File: config.mk
export PLATFORM = sky130hd
export DESIGN_NAME = csr_unit_top
export DESIGN_NICKNAME = d
export VERILOG_FILES = /design/src/hw/csr_isa_pkg.sv /design/src/hw/csr_pipe_pkg.sv /design/src/hw/csr_issue_fifo.sv /design/src/hw/csr_credit_counter.sv /design/src/hw/csr_issue.sv /design/src/hw/csr_exec.sv /design/src/hw/csr_unit_top.sv
export SDC_FILE = /design/constraint.sdc
export NUM_CORES = 1
export LEC_CHECK = 0
export BUFFER_PORTS_ARGS = -buffer_cell sky130_fd_sc_hd__buf_2
export CAP_MARGIN = 20
export CORE_UTILIZATION = 30
export CTS_CLUSTER_SIZE = 10
export DETAILED_ROUTE_END_ITERATION = 7
export PLACE_DENSITY = 0.44
export SLEW_MARGIN = 20
export SYNTH_ARGS = -nofsm -noshare
export SYNTH_HDL_FRONTEND = slang
export SYNTH_SLANG_ARGS = --single-unit
export TNS_END_PERCENT = 1
File: constraint.sdc
create_clock -name CLK -period 7.69 [get_ports CLK]
set_input_delay 1.1535 -clock CLK [delete_from_list [all_inputs] [get_ports CLK]]
set_output_delay 1.1535 -clock CLK [all_outputs]
set_load 0.02 [all_outputs]
File: src/hw/csr_isa_pkg.sv
`default_nettype none

package csr_isa_pkg;

	//////////////////////////////////////////////////
	// CSR instruction opcodes
	//////////////////////////////////////////////////

	// Register and immediate forms from decode
	typedef enum logic [2:0] {
		CSRRW  = 3'd0, // swap with rs1
		CSRRS  = 3'd1, // set bits from rs1
		CSRRC  = 3'd2, // clear bits from rs1
		CSRRWI = 3'd3, // swap with uimm
		CSRRSI = 3'd4, // set bits from uimm
		CSRRCI = 3'd5  // clear bits from uimm
	} csr_op_e;

	// Execute function, immediate forms folded in
	typedef enum logic [1:0] {
		FUNC_RW = 2'd0,
		FUNC_RS = 2'd1,
		FUNC_RC = 2'd2
	} csr_func_e;

	//////////////////////////////////////////////////
	// Implemented machine CSR addresses
	//////////////////////////////////////////////////

	localparam logic [11:0] CSR_MTVEC    = 12'h305; // trap vector base
	localparam logic [11:0] CSR_MSCRATCH = 12'h340; // scratch for trap handler
	localparam logic [11:0] CSR_MEPC     = 12'h341; // exception PC
	localparam logic [11:0] CSR_MCAUSE   = 12'h342; // trap cause

endpackage

`default_nettype wire

File: src/hw/csr_pipe_pkg.sv
`default_nettype none

package csr_pipe_pkg;

	//////////////////////////////////////////////////
	// Pipeline payloads
	//////////////////////////////////////////////////

	// One dispatched CSR instruction, 89 bits
	typedef struct packed {
		csr_isa_pkg::csr_op_e op;
		logic [63:0]          pc;   // for commit ordering
		logic [11:0]          addr; // CSR address
		logic [4:0]           rd;
		logic [4:0]           rs1;  // uimm for the I forms
	} csr_issue_info_t;

	// Issued operation to execute, 25 bits
	typedef struct packed {
		csr_isa_pkg::csr_func_e func;
		logic                   is_imm; // rs1 field is the operand itself
		logic [11:0]            addr;
		logic [4:0]             rd;
		logic [4:0]             rs1;
	} csr_exeparam_t;

	// Writeback result, old CSR value to rd
	typedef struct packed {
		logic [4:0]  rd;
		logic [63:0] data;
	} csr_wb_t;

	// Issue FSM
	typedef enum logic [1:0] {
		ST_IDLE  = 2'd0, // waiting for an entry
		ST_CHECK = 2'd1, // head present, hazards being checked
		ST_EXEC  = 2'd2  // issued, waiting for writeback
	} issue_state_e;

endpackage

`default_nettype wire

File: src/hw/csr_issue_fifo.sv
`timescale 1ns/10ps
`default_nettype none

module csr_issue_fifo #(
	parameter int FIFO_DEPTH = 4
) (
	input  wire                           CLK,
	input  wire                           reset,
	input  wire                           flush,
	input  wire                           push,
	input  csr_pipe_pkg::csr_issue_info_t push_info,
	input  wire                           pop,
	output logic                          empty,
	output csr_pipe_pkg::csr_issue_info_t head,
	output logic                          credit
);
	import csr_pipe_pkg::*;

	localparam int PW = (FIFO_DEPTH > 1) ? $clog2(FIFO_DEPTH) : 1;
	localparam int CW = $clog2(FIFO_DEPTH + 1);

	csr_issue_info_t mem [FIFO_DEPTH]; // payload only, no reset
	logic [PW-1:0] wr_ptr, rd_ptr;
	logic [CW-1:0] count;
	logic          full;
	logic          do_push, do_pop;

	// Wrap at depth, works for any depth
	function automatic logic [PW-1:0] ptr_inc(input logic [PW-1:0] p);
		ptr_inc = (p == PW'(FIFO_DEPTH - 1)) ? '0 : p + 1'b1;
	endfunction

	assign full    = (count == CW'(FIFO_DEPTH));
	assign empty   = (count == '0);
	assign do_push = push & ~full; // overflow dropped
	assign do_pop  = pop & ~empty;
	assign head    = mem[rd_ptr];

	always_ff @(posedge CLK) begin
		if (do_push) mem[wr_ptr] <= push_info;
	end

	always_ff @(posedge CLK) begin
		if (reset || flush) begin
			wr_ptr <= '0;
			rd_ptr <= '0;
			count  <= '0;
		end else begin
			if (do_push) wr_ptr <= ptr_inc(wr_ptr);
			if (do_pop)  rd_ptr <= ptr_inc(rd_ptr);
			case ({do_push, do_pop})
				2'b10:   count <= count + 1'b1;
				2'b01:   count <= count - 1'b1;
				default: count <= count; // idle or push+pop
			endcase
		end
	end

	// One credit back to dispatch per freed slot
	always_ff @(posedge CLK) begin
		if (reset) credit <= 1'b0;
		else       credit <= do_pop;
	end

endmodule

`default_nettype wire

File: src/hw/csr_credit_counter.sv
`timescale 1ns/10ps
`default_nettype none

module csr_credit_counter #(
	parameter int WB_CREDITS = 2
) (
	input  wire  CLK,
	input  wire  reset,
	input  wire  take, // issue reserves a slot
	input  wire  give, // consumer drained a result
	output logic available
);

	localparam int CW = $clog2(WB_CREDITS + 1);
	localparam logic [CW-1:0] MAX = CW'(WB_CREDITS);

	logic [CW-1:0] count;

	always_ff @(posedge CLK) begin
		if (reset) begin
			count <= MAX; // full credit after reset
		end else if (take && !give) begin
			if (count != '0) count <= count - 1'b1; // floor at zero
		end else if (give && !take) begin
			if (count != MAX) count <= count + 1'b1; // cap at initial
		end
		// take and give together leave it as is
	end

	assign available = (count != '0);

endmodule

`default_nettype wire

File: src/hw/csr_issue.sv
`timescale 1ns/10ps
`default_nettype none

module csr_issue (
	input  wire                           CLK,
	input  wire                           reset,
	input  wire                           flush,
	input  wire                           fifo_empty,
	input  csr_pipe_pkg::csr_issue_info_t fifo_head,
	output logic                          fifo_pop,
	input  wire  [31:0]                   wb_log,
	input  wire  [63:0]                   commit_pc,
	input  wire                           credit_ok,
	output logic                          credit_take,
	output logic                          exe_valid,
	output csr_pipe_pkg::csr_exeparam_t   exe_param,
	input  wire                           wb_done
);
	import csr_isa_pkg::*;
	import csr_pipe_pkg::*;

	issue_state_e state_q, state_d;
	logic          head_imm;
	logic          order_ok, rs1_ok, issue;
	csr_exeparam_t param_d;

	//////////////////////////////////////////////////
	// Hazard checks on the queue head
	//////////////////////////////////////////////////

	assign head_imm = (fifo_head.op == CSRRWI) || (fifo_head.op == CSRRSI) ||
	                  (fifo_head.op == CSRRCI);
	assign order_ok = (commit_pc == fifo_head.pc); // all older ones retired
	assign rs1_ok   = head_imm || (fifo_head.rs1 == 5'd0) || wb_log[fifo_head.rs1];

	assign issue = (state_q == ST_CHECK) && !fifo_empty && order_ok && rs1_ok &&
	               credit_ok && !flush;

	assign fifo_pop    = issue;
	assign credit_take = issue; // one writeback slot per issue

	// Fold opcode into execute function
	always_comb begin
		param_d.is_imm = head_imm;
		param_d.addr   = fifo_head.addr;
		param_d.rd     = fifo_head.rd;
		param_d.rs1    = fifo_head.rs1;
		case (fifo_head.op)
			CSRRS, CSRRSI: param_d.func = FUNC_RS;
			CSRRC, CSRRCI: param_d.func = FUNC_RC;
			default:       param_d.func = FUNC_RW; // CSRRW and CSRRWI
		endcase
	end

	//////////////////////////////////////////////////
	// State machine
	//////////////////////////////////////////////////

	always_comb begin
		state_d = state_q;
		case (state_q)
			ST_IDLE:  if (!fifo_empty) state_d = ST_CHECK;
			ST_CHECK: begin
				if (issue)           state_d = ST_EXEC;
				else if (fifo_empty) state_d = ST_IDLE;
			end
			ST_EXEC:  if (wb_done) state_d = ST_IDLE; // CSR file already updated
			default:  state_d = ST_IDLE;
		endcase
		if (flush) state_d = ST_IDLE; // kills any pending issue
	end

	always_ff @(posedge CLK) begin
		if (reset) begin
			state_q   <= ST_IDLE;
			exe_valid <= 1'b0;
		end else begin
			state_q   <= state_d;
			exe_valid <= issue; // single cycle pulse
		end
	end

	// Payload register
	always_ff @(posedge CLK) begin
		if (issue) exe_param <= param_d;
	end

endmodule

`default_nettype wire

File: src/hw/csr_exec.sv
`timescale 1ns/10ps
`default_nettype none

module csr_exec (
	input  wire                         CLK,
	input  wire                         reset,
	input  wire                         exe_valid,
	input  csr_pipe_pkg::csr_exeparam_t exe_param,
	output logic [4:0]                  rf_raddr,
	input  wire  [63:0]                 rf_rdata,
	output logic                        wb_valid,
	output csr_pipe_pkg::csr_wb_t       wb
);
	import csr_isa_pkg::*;
	import csr_pipe_pkg::*;

	logic [63:0] csr_q [4]; // mtvec, mscratch, mepc, mcause
	logic [1:0]  csr_idx;
	logic        csr_hit;
	logic [63:0] old_val, src_val, new_val;

	//////////////////////////////////////////////////
	// Address decode and read-modify-write
	//////////////////////////////////////////////////

	always_comb begin
		csr_hit = 1'b1;
		csr_idx = 2'd0;
		case (exe_param.addr)
			CSR_MTVEC:    csr_idx = 2'd0;
			CSR_MSCRATCH: csr_idx = 2'd1;
			CSR_MEPC:     csr_idx = 2'd2;
			CSR_MCAUSE:   csr_idx = 2'd3;
			default:      csr_hit = 1'b0; // unknown reads as zero
		endcase
	end

	assign rf_raddr = exe_param.rs1; // RF read port, same cycle
	assign old_val  = csr_hit ? csr_q[csr_idx] : 64'd0;
	assign src_val  = exe_param.is_imm ? {59'd0, exe_param.rs1} : rf_rdata;

	always_comb begin
		case (exe_param.func)
			FUNC_RS: new_val = old_val | src_val;
			FUNC_RC: new_val = old_val & ~src_val;
			default: new_val = src_val; // FUNC_RW
		endcase
	end

	// CSR file, writes to unknown addresses dropped
	always_ff @(posedge CLK) begin
		if (reset) begin
			for (int i = 0; i < 4; i++) csr_q[i] <= 64'd0;
		end else if (exe_valid && csr_hit) begin
			csr_q[csr_idx] <= new_val;
		end
	end

	// Writeback register
	always_ff @(posedge CLK) begin
		if (reset) wb_valid <= 1'b0;
		else       wb_valid <= exe_valid;
	end

	always_ff @(posedge CLK) begin
		if (exe_valid) begin
			wb.rd   <= exe_param.rd;
			wb.data <= old_val; // rd gets pre-update value
		end
	end

endmodule

`default_nettype wire

File: src/hw/csr_unit_top.sv
`timescale 1ns/10ps
`default_nettype none

module csr_unit_top #(
	parameter int FIFO_DEPTH = 4,
	parameter int WB_CREDITS = 2
) (
	input  wire                           CLK,
	input  wire                           reset,
	input  wire                           flush,
	input  wire                           disp_valid,
	input  csr_pipe_pkg::csr_issue_info_t disp_info,
	output logic                          disp_credit,
	input  wire  [31:0]                   wb_log,
	input  wire  [63:0]                   commit_pc,
	output logic [4:0]                    rf_raddr,
	input  wire  [63:0]                   rf_rdata,
	output logic                          wb_valid,
	output csr_pipe_pkg::csr_wb_t         wb,
	input  wire                           wb_credit
);
	import csr_pipe_pkg::*;

	logic            fifo_empty, fifo_pop;
	csr_issue_info_t fifo_head;
	logic            credit_ok, credit_take;
	logic            exe_valid;
	csr_exeparam_t   exe_param;

	//////////////////////////////////////////////////
	// Issue queue and writeback credits
	//////////////////////////////////////////////////

	csr_issue_fifo #(.FIFO_DEPTH(FIFO_DEPTH)) u_fifo (
		.CLK(CLK), .reset(reset), .flush(flush),
		.push(disp_valid), .push_info(disp_info),
		.pop(fifo_pop), .empty(fifo_empty), .head(fifo_head),
		.credit(disp_credit) // back to dispatch
	);

	csr_credit_counter #(.WB_CREDITS(WB_CREDITS)) u_credit (
		.CLK(CLK), .reset(reset),
		.take(credit_take), .give(wb_credit), .available(credit_ok)
	);

	//////////////////////////////////////////////////
	// Issue and execute
	//////////////////////////////////////////////////

	csr_issue u_issue (
		.CLK(CLK), .reset(reset), .flush(flush),
		.fifo_empty(fifo_empty), .fifo_head(fifo_head), .fifo_pop(fifo_pop),
		.wb_log(wb_log), .commit_pc(commit_pc),
		.credit_ok(credit_ok), .credit_take(credit_take),
		.exe_valid(exe_valid), .exe_param(exe_param),
		.wb_done(wb_valid) // releases ST_EXEC
	);

	csr_exec u_exec (
		.CLK(CLK), .reset(reset),
		.exe_valid(exe_valid), .exe_param(exe_param),
		.rf_raddr(rf_raddr), .rf_rdata(rf_rdata),
		.wb_valid(wb_valid), .wb(wb)
	);

endmodule

`default_nettype wire

==> impl_metrics.xml <==
<?xml version="1.0" encoding="UTF-8"?>
<metrics>
  <group name="timing">
    <metric name="finalWorstPathRequiredPeriod" unit="ns">5.39</metric>
    <metric name="hold_viol" unit="">0</metric>
    <metric name="final_critical_path_setup_slack" unit="ns">2.30</metric>
    <metric name="post-route-period-util" unit="%">70.1</metric>
    <metric name="max_clock_freq" unit="MHz">186</metric>
    <metric name="finalMaxSlewViolations" unit="">0</metric>
    <metric name="max_slew.worst_pin.slew" unit="ns">1.01</metric>
    <metric name="setup_viol" unit="">0</metric>
    <metric name="rsz0062_at_grt" unit="">false</metric>
    <metric name="max_slew_margin" unit="%">32.8</metric>
    <metric name="timing.setup.tns" unit="ns">0</metric>
    <metric name="layout_skew" unit="ns">0.0362</metric>
  </group>
  <group name="clock_network">
    <metric name="buffer_type_at_the_clock_tree_root" unit="">clkbuf_16</metric>
    <metric name="clock_insertion_delay_worst_skew" unit="ns">0.65</metric>
    <metric name="tritoncts_clock_tree" unit="">done</metric>
    <metric name="ctsResizeCount" unit="">0</metric>
    <metric name="ctsLongestPathBuffers" unit="">3</metric>
    <metric name="ctsHtreeMaxLevel" unit="">3</metric>
    <metric name="cts_setup_buffers" unit="">0</metric>
    <metric name="worst_setup_hold_path_clk_slew" unit="ns">0.06</metric>
    <metric name="tritoncts.num_buffers" unit="">87</metric>
    <metric name="clock_sink_count" unit="">722</metric>
    <metric name="holdBufCountCts" unit="">0</metric>
  </group>
  <group name="detailed_routing">
    <metric name="finalWirelength" unit="mm">83.5</metric>
    <metric name="detail_route.iter0.violations" unit="">1127</metric>
    <metric name="post-route-drc-count" unit="">0</metric>
    <metric name="route.antenna.remaining_nets" unit="">0</metric>
    <metric name="drt-wirelength-per-cell" unit="microns">23.3</metric>
    <metric name="drt-pass1-iter-count" unit="">4</metric>
    <metric name="route.detailed.vias_per_inst" unit="">4.78</metric>
    <metric name="dr_total_vias" unit="">17100</metric>
  </group>
  <group name="place">
    <metric name="placedInstanceArea" unit="sq um">34100</metric>
    <metric name="port_buffers" unit="">328</metric>
    <metric name="place.gp.congestion" unit="">0.738</metric>
    <metric name="cell_count_after_placement" unit="">3436</metric>
    <metric name="dp_hpwl" unit="mm">48.6</metric>
    <metric name="dpl_worst_slack" unit="ns">2.09</metric>
  </group>
  <group name="die">
    <metric name="core.rowCount" unit="">117</metric>
    <metric name="die_area" unit="sq um">105000</metric>
    <metric name="floorplan.initialDensity" unit="%">30.3</metric>
    <metric name="die-width" unit="microns">323</metric>
    <metric name="pin_count" unit="">330</metric>
    <metric name="core" unit="sq um">102000</metric>
    <metric name="dieHeight" unit="microns">323</metric>
  </group>
  <group name="setup_path">
    <metric name="regToRegSetupSlack" unit="ns">2.30</metric>
    <metric name="timing.critical_path.arrival" unit="ns">5.97</metric>
    <metric name="worst-setup-path-type" unit="">reg2reg</metric>
    <metric name="worstSetupStartpointType" unit="">flip-flop</metric>
    <metric name="critPathMostFrequentCell" unit="">nand4_1</metric>
    <metric name="max_stage_delay" unit="ns">0.92</metric>
    <metric name="cp_cell_sequence" unit="">buf_4 &gt; mux4_2 &gt; xnor2_1 &gt; nand4_1 &gt; nor3_1 &gt; nand4_1 &gt; and4bb_1 &gt; ha_1 &gt; inv_1 &gt; fa_1 &gt; xor2_1 &gt; or3_1 &gt; a21oi_1</metric>
    <metric name="regToRegEndpoint" unit="">u_fifo.count[2]</metric>
    <metric name="cp_slowest_cell" unit="">dfxtp_4</metric>
    <metric name="endpoint_type_of_the_worst_setup_path" unit="">flip-flop</metric>
    <metric name="reg2regPathDepth" unit="">13</metric>
    <metric name="worstPathRequired" unit="ns">8.27</metric>
    <metric name="path_max_fanout" unit="">47</metric>
  </group>
  <group name="finish">
    <metric name="drive_above_1_share" unit="%">28.7</metric>
    <metric name="stdcell_area" unit="sq um">36600</metric>
    <metric name="finish.net_count" unit="">2421</metric>
    <metric name="num-fill-cells" unit="">9715</metric>
    <metric name="final_cell_count_without_fillers" unit="">3578</metric>
    <metric name="multi_input_area" unit="sq um">8960</metric>
    <metric name="register_area" unit="sq um">21500</metric>
    <metric name="area.growth.synth_to_final" unit="%">18.2</metric>
  </group>
  <group name="synthesis">
    <metric name="synth_top_cells_by_count" unit="">706 x edfxtp_1, 258 x and2_1, 149 x mux4_2</metric>
    <metric name="most_frequent_cell_after_synthesis" unit="">edfxtp_1</metric>
    <metric name="synth_area_per_cell" unit="sq um">17.0</metric>
    <metric name="synth_async_sr_flop_share" unit="%">0</metric>
    <metric name="ys_dominant_reg_cell" unit="">edfxtp_1</metric>
    <metric name="ys_seq_elements" unit="">722</metric>
    <metric name="syn_inst" unit="">1822</metric>
    <metric name="synth_fp_nets" unit="">2085</metric>
    <metric name="netlist.area_leader.share" unit="%">68.5</metric>
    <metric name="synthTopCellsByArea" unit="">edfxtp_1 68%, mux4_2 11%, and2_1 5.2%, nand2b_1 2.3%, a211oi_1 1.6%</metric>
    <metric name="post_synthesis_cell_area" unit="sq um">31000</metric>
    <metric name="synth_edf_count" unit="">706</metric>
    <metric name="synth-seq-area-share" unit="%">69.5</metric>
    <metric name="yosys_warnings" unit="">0</metric>
    <metric name="synth_cell_type_count" unit="">59</metric>
    <metric name="synth.largest_area_cell" unit="">edfxtp_1</metric>
  </group>
  <group name="grt">
    <metric name="grt_start_max_net_pins" unit="">67</metric>
    <metric name="grt_pass1_vias" unit="">18200</metric>
    <metric name="globalRoute.totalOverflow" unit="">0</metric>
    <metric name="grt_pass1_wl" unit="mm">121</metric>
    <metric name="grt_antenna_before_repair" unit="">23</metric>
    <metric name="gr-usage-all-layers" unit="%">16.0</metric>
  </group>
  <group name="outcome">
    <metric name="run_status" unit="">completed</metric>
  </group>
  <group name="power_and_ir_drop">
    <metric name="cellLeakagePower" unit="nW">11.9</metric>
    <metric name="power_frac_comb" unit="%">4.2</metric>
    <metric name="power_frac_seq" unit="%">52.7</metric>
    <metric name="internal_power" unit="mW">6.69</metric>
    <metric name="total_switching_power" unit="mW">1.78</metric>
    <metric name="clockPowerShare" unit="%">43.1</metric>
    <metric name="power.switching_fraction" unit="%">21.0</metric>
    <metric name="power-per-cell-area" unit="nW/um^2">231</metric>
    <metric name="worst_ir_drop_vdd" unit="V">0.000154</metric>
  </group>
  <group name="hold_path">
    <metric name="holdPathStages" unit="">0</metric>
    <metric name="hold_class" unit="">reg2reg</metric>
    <metric name="worstHoldEndpoint" unit="">u_exec.wb[66]</metric>
    <metric name="min_from" unit="">u_issue.exe_param[7]</metric>
  </group>
  <group name="job">
    <metric name="max-cap-violations" unit="">0</metric>
  </group>
</metrics>
per-stage QoR:
step	hold WS, ns	utilization (%)	power (mW)
floorplan	0.400	-	4.71
global placement	0.405	33.4	4.89
detailed placement	0.405	33.4	4.90
CTS	0.413	35.8	8.60
global route	0.426	35.9	8.77
finish	0.411	35.9	8.46
registers in the layout (all words and copies together), names as in the netlist, 2 cells and up, named ones only:
signal,flops
u_fifo.wr_ptr,2
u_fifo.mem,356
u_fifo.rd_ptr,2
u_exec.csr_q,256
u_fifo.count,3
u_issue.exe_param,25
u_issue.state_q,2
u_credit.count,2
u_exec.wb,69
how the worst max path moves through the flow:
| stage | to | slack (ns) | cells after the start |
|---|---|---|---|
| floorplan | u_issue.exe_param[0] | 2.56 | 9 |
| global placement | u_fifo.count[2] | 2.14 | 13 |
| detailed placement | u_fifo.count[2] | 2.09 | 14 |
| CTS | u_fifo.count[2] | 2.06 | 14 |
| global route | u_fifo.count[2] | 1.89 | 14 |
| finish | u_fifo.count[2] | 2.30 | 13 |
kinds of logic after synthesis:
family,share of synthesized area [%]
AOI/OAI and AO/OA,3.75
adders and majority gates,0.388
DFF,69.5
and+or+nand+nor,10.7
buffers and inverters,1.90
xor gates and xnor gates,1.64
muxes,12.1
placed cells by master, fill, tap and decap left out, types with 4 or more instances in the layout:
cell / count
nand2_1: 20
and2_1: 257
dfxtp_1: 13
xnor2_1: 54
clkbuf_1: 27
xor2_1: 4
or3_1: 5
nor3_1: 9
o21ai_0: 5
nor2_1: 19
edfxtp_1: 706
nand2b_1: 114
clkinv_1: 12
inv_1: 16
nor2b_1: 39
buf_2: 328
a211oi_1: 64
nand3_1: 10
and3_4: 4
mux2i_1: 37
clkbuf_16: 89
a22oi_1: 7
ha_1: 7
a21oi_1: 77
mux4_2: 149
nand4_1: 21
nor4_1: 8
buf_4: 27
diode_2: 7
layout make-up:
class                           instances  share of cell area, %
Multi-Input combinational cell        973                   24.5
Tap cell                             1368                   4.67
Antenna cell                            7                 0.0478
Clock buffer                          117                   6.40
Inverter                               17                  0.174
Timing Repair Buffer                  357                   5.17
Clock inverter                         17                  0.267
Sequential cell                       722                   58.8
critical path, delay by kind of cell, from the launching register on:
family / cells / cell delay, ns
AO/OA/AOI/OAI: 1 / 0.15
XOR/XNOR: 2 / 0.54
adder cells (fa/ha/maj): 2 / 0.64
buffers and inverters: 2 / 0.52
flip-flops: 1 / 0.92
multiplexers: 1 / 0.57
AND/OR/NAND/NOR: 5 / 1.91
per-layer routing:
layer	GRT usage, %	wire [microns]	up-vias
li1	-	-	7728
met1	20.4	35700	8750
met2	27.0	41100	446
met3	3.99	4980	126
met4	4.38	1450	38
met5	0	246	-
power groups by stage:
stage / clock [mW] / sequential [mW] / combinational (mW)
2_1_floorplan: 0 / 4.53 / 0.180
5_1_grt: 3.91 / 4.47 / 0.385
4_1_cts: 3.78 / 4.46 / 0.363
6_report: 3.65 / 4.46 / 0.354
3_3_place_gp: 0 / 4.53 / 0.356
3_5_place_dp: 0 / 4.54 / 0.361
Note: power is estimated with default switching activity, not from simulation.
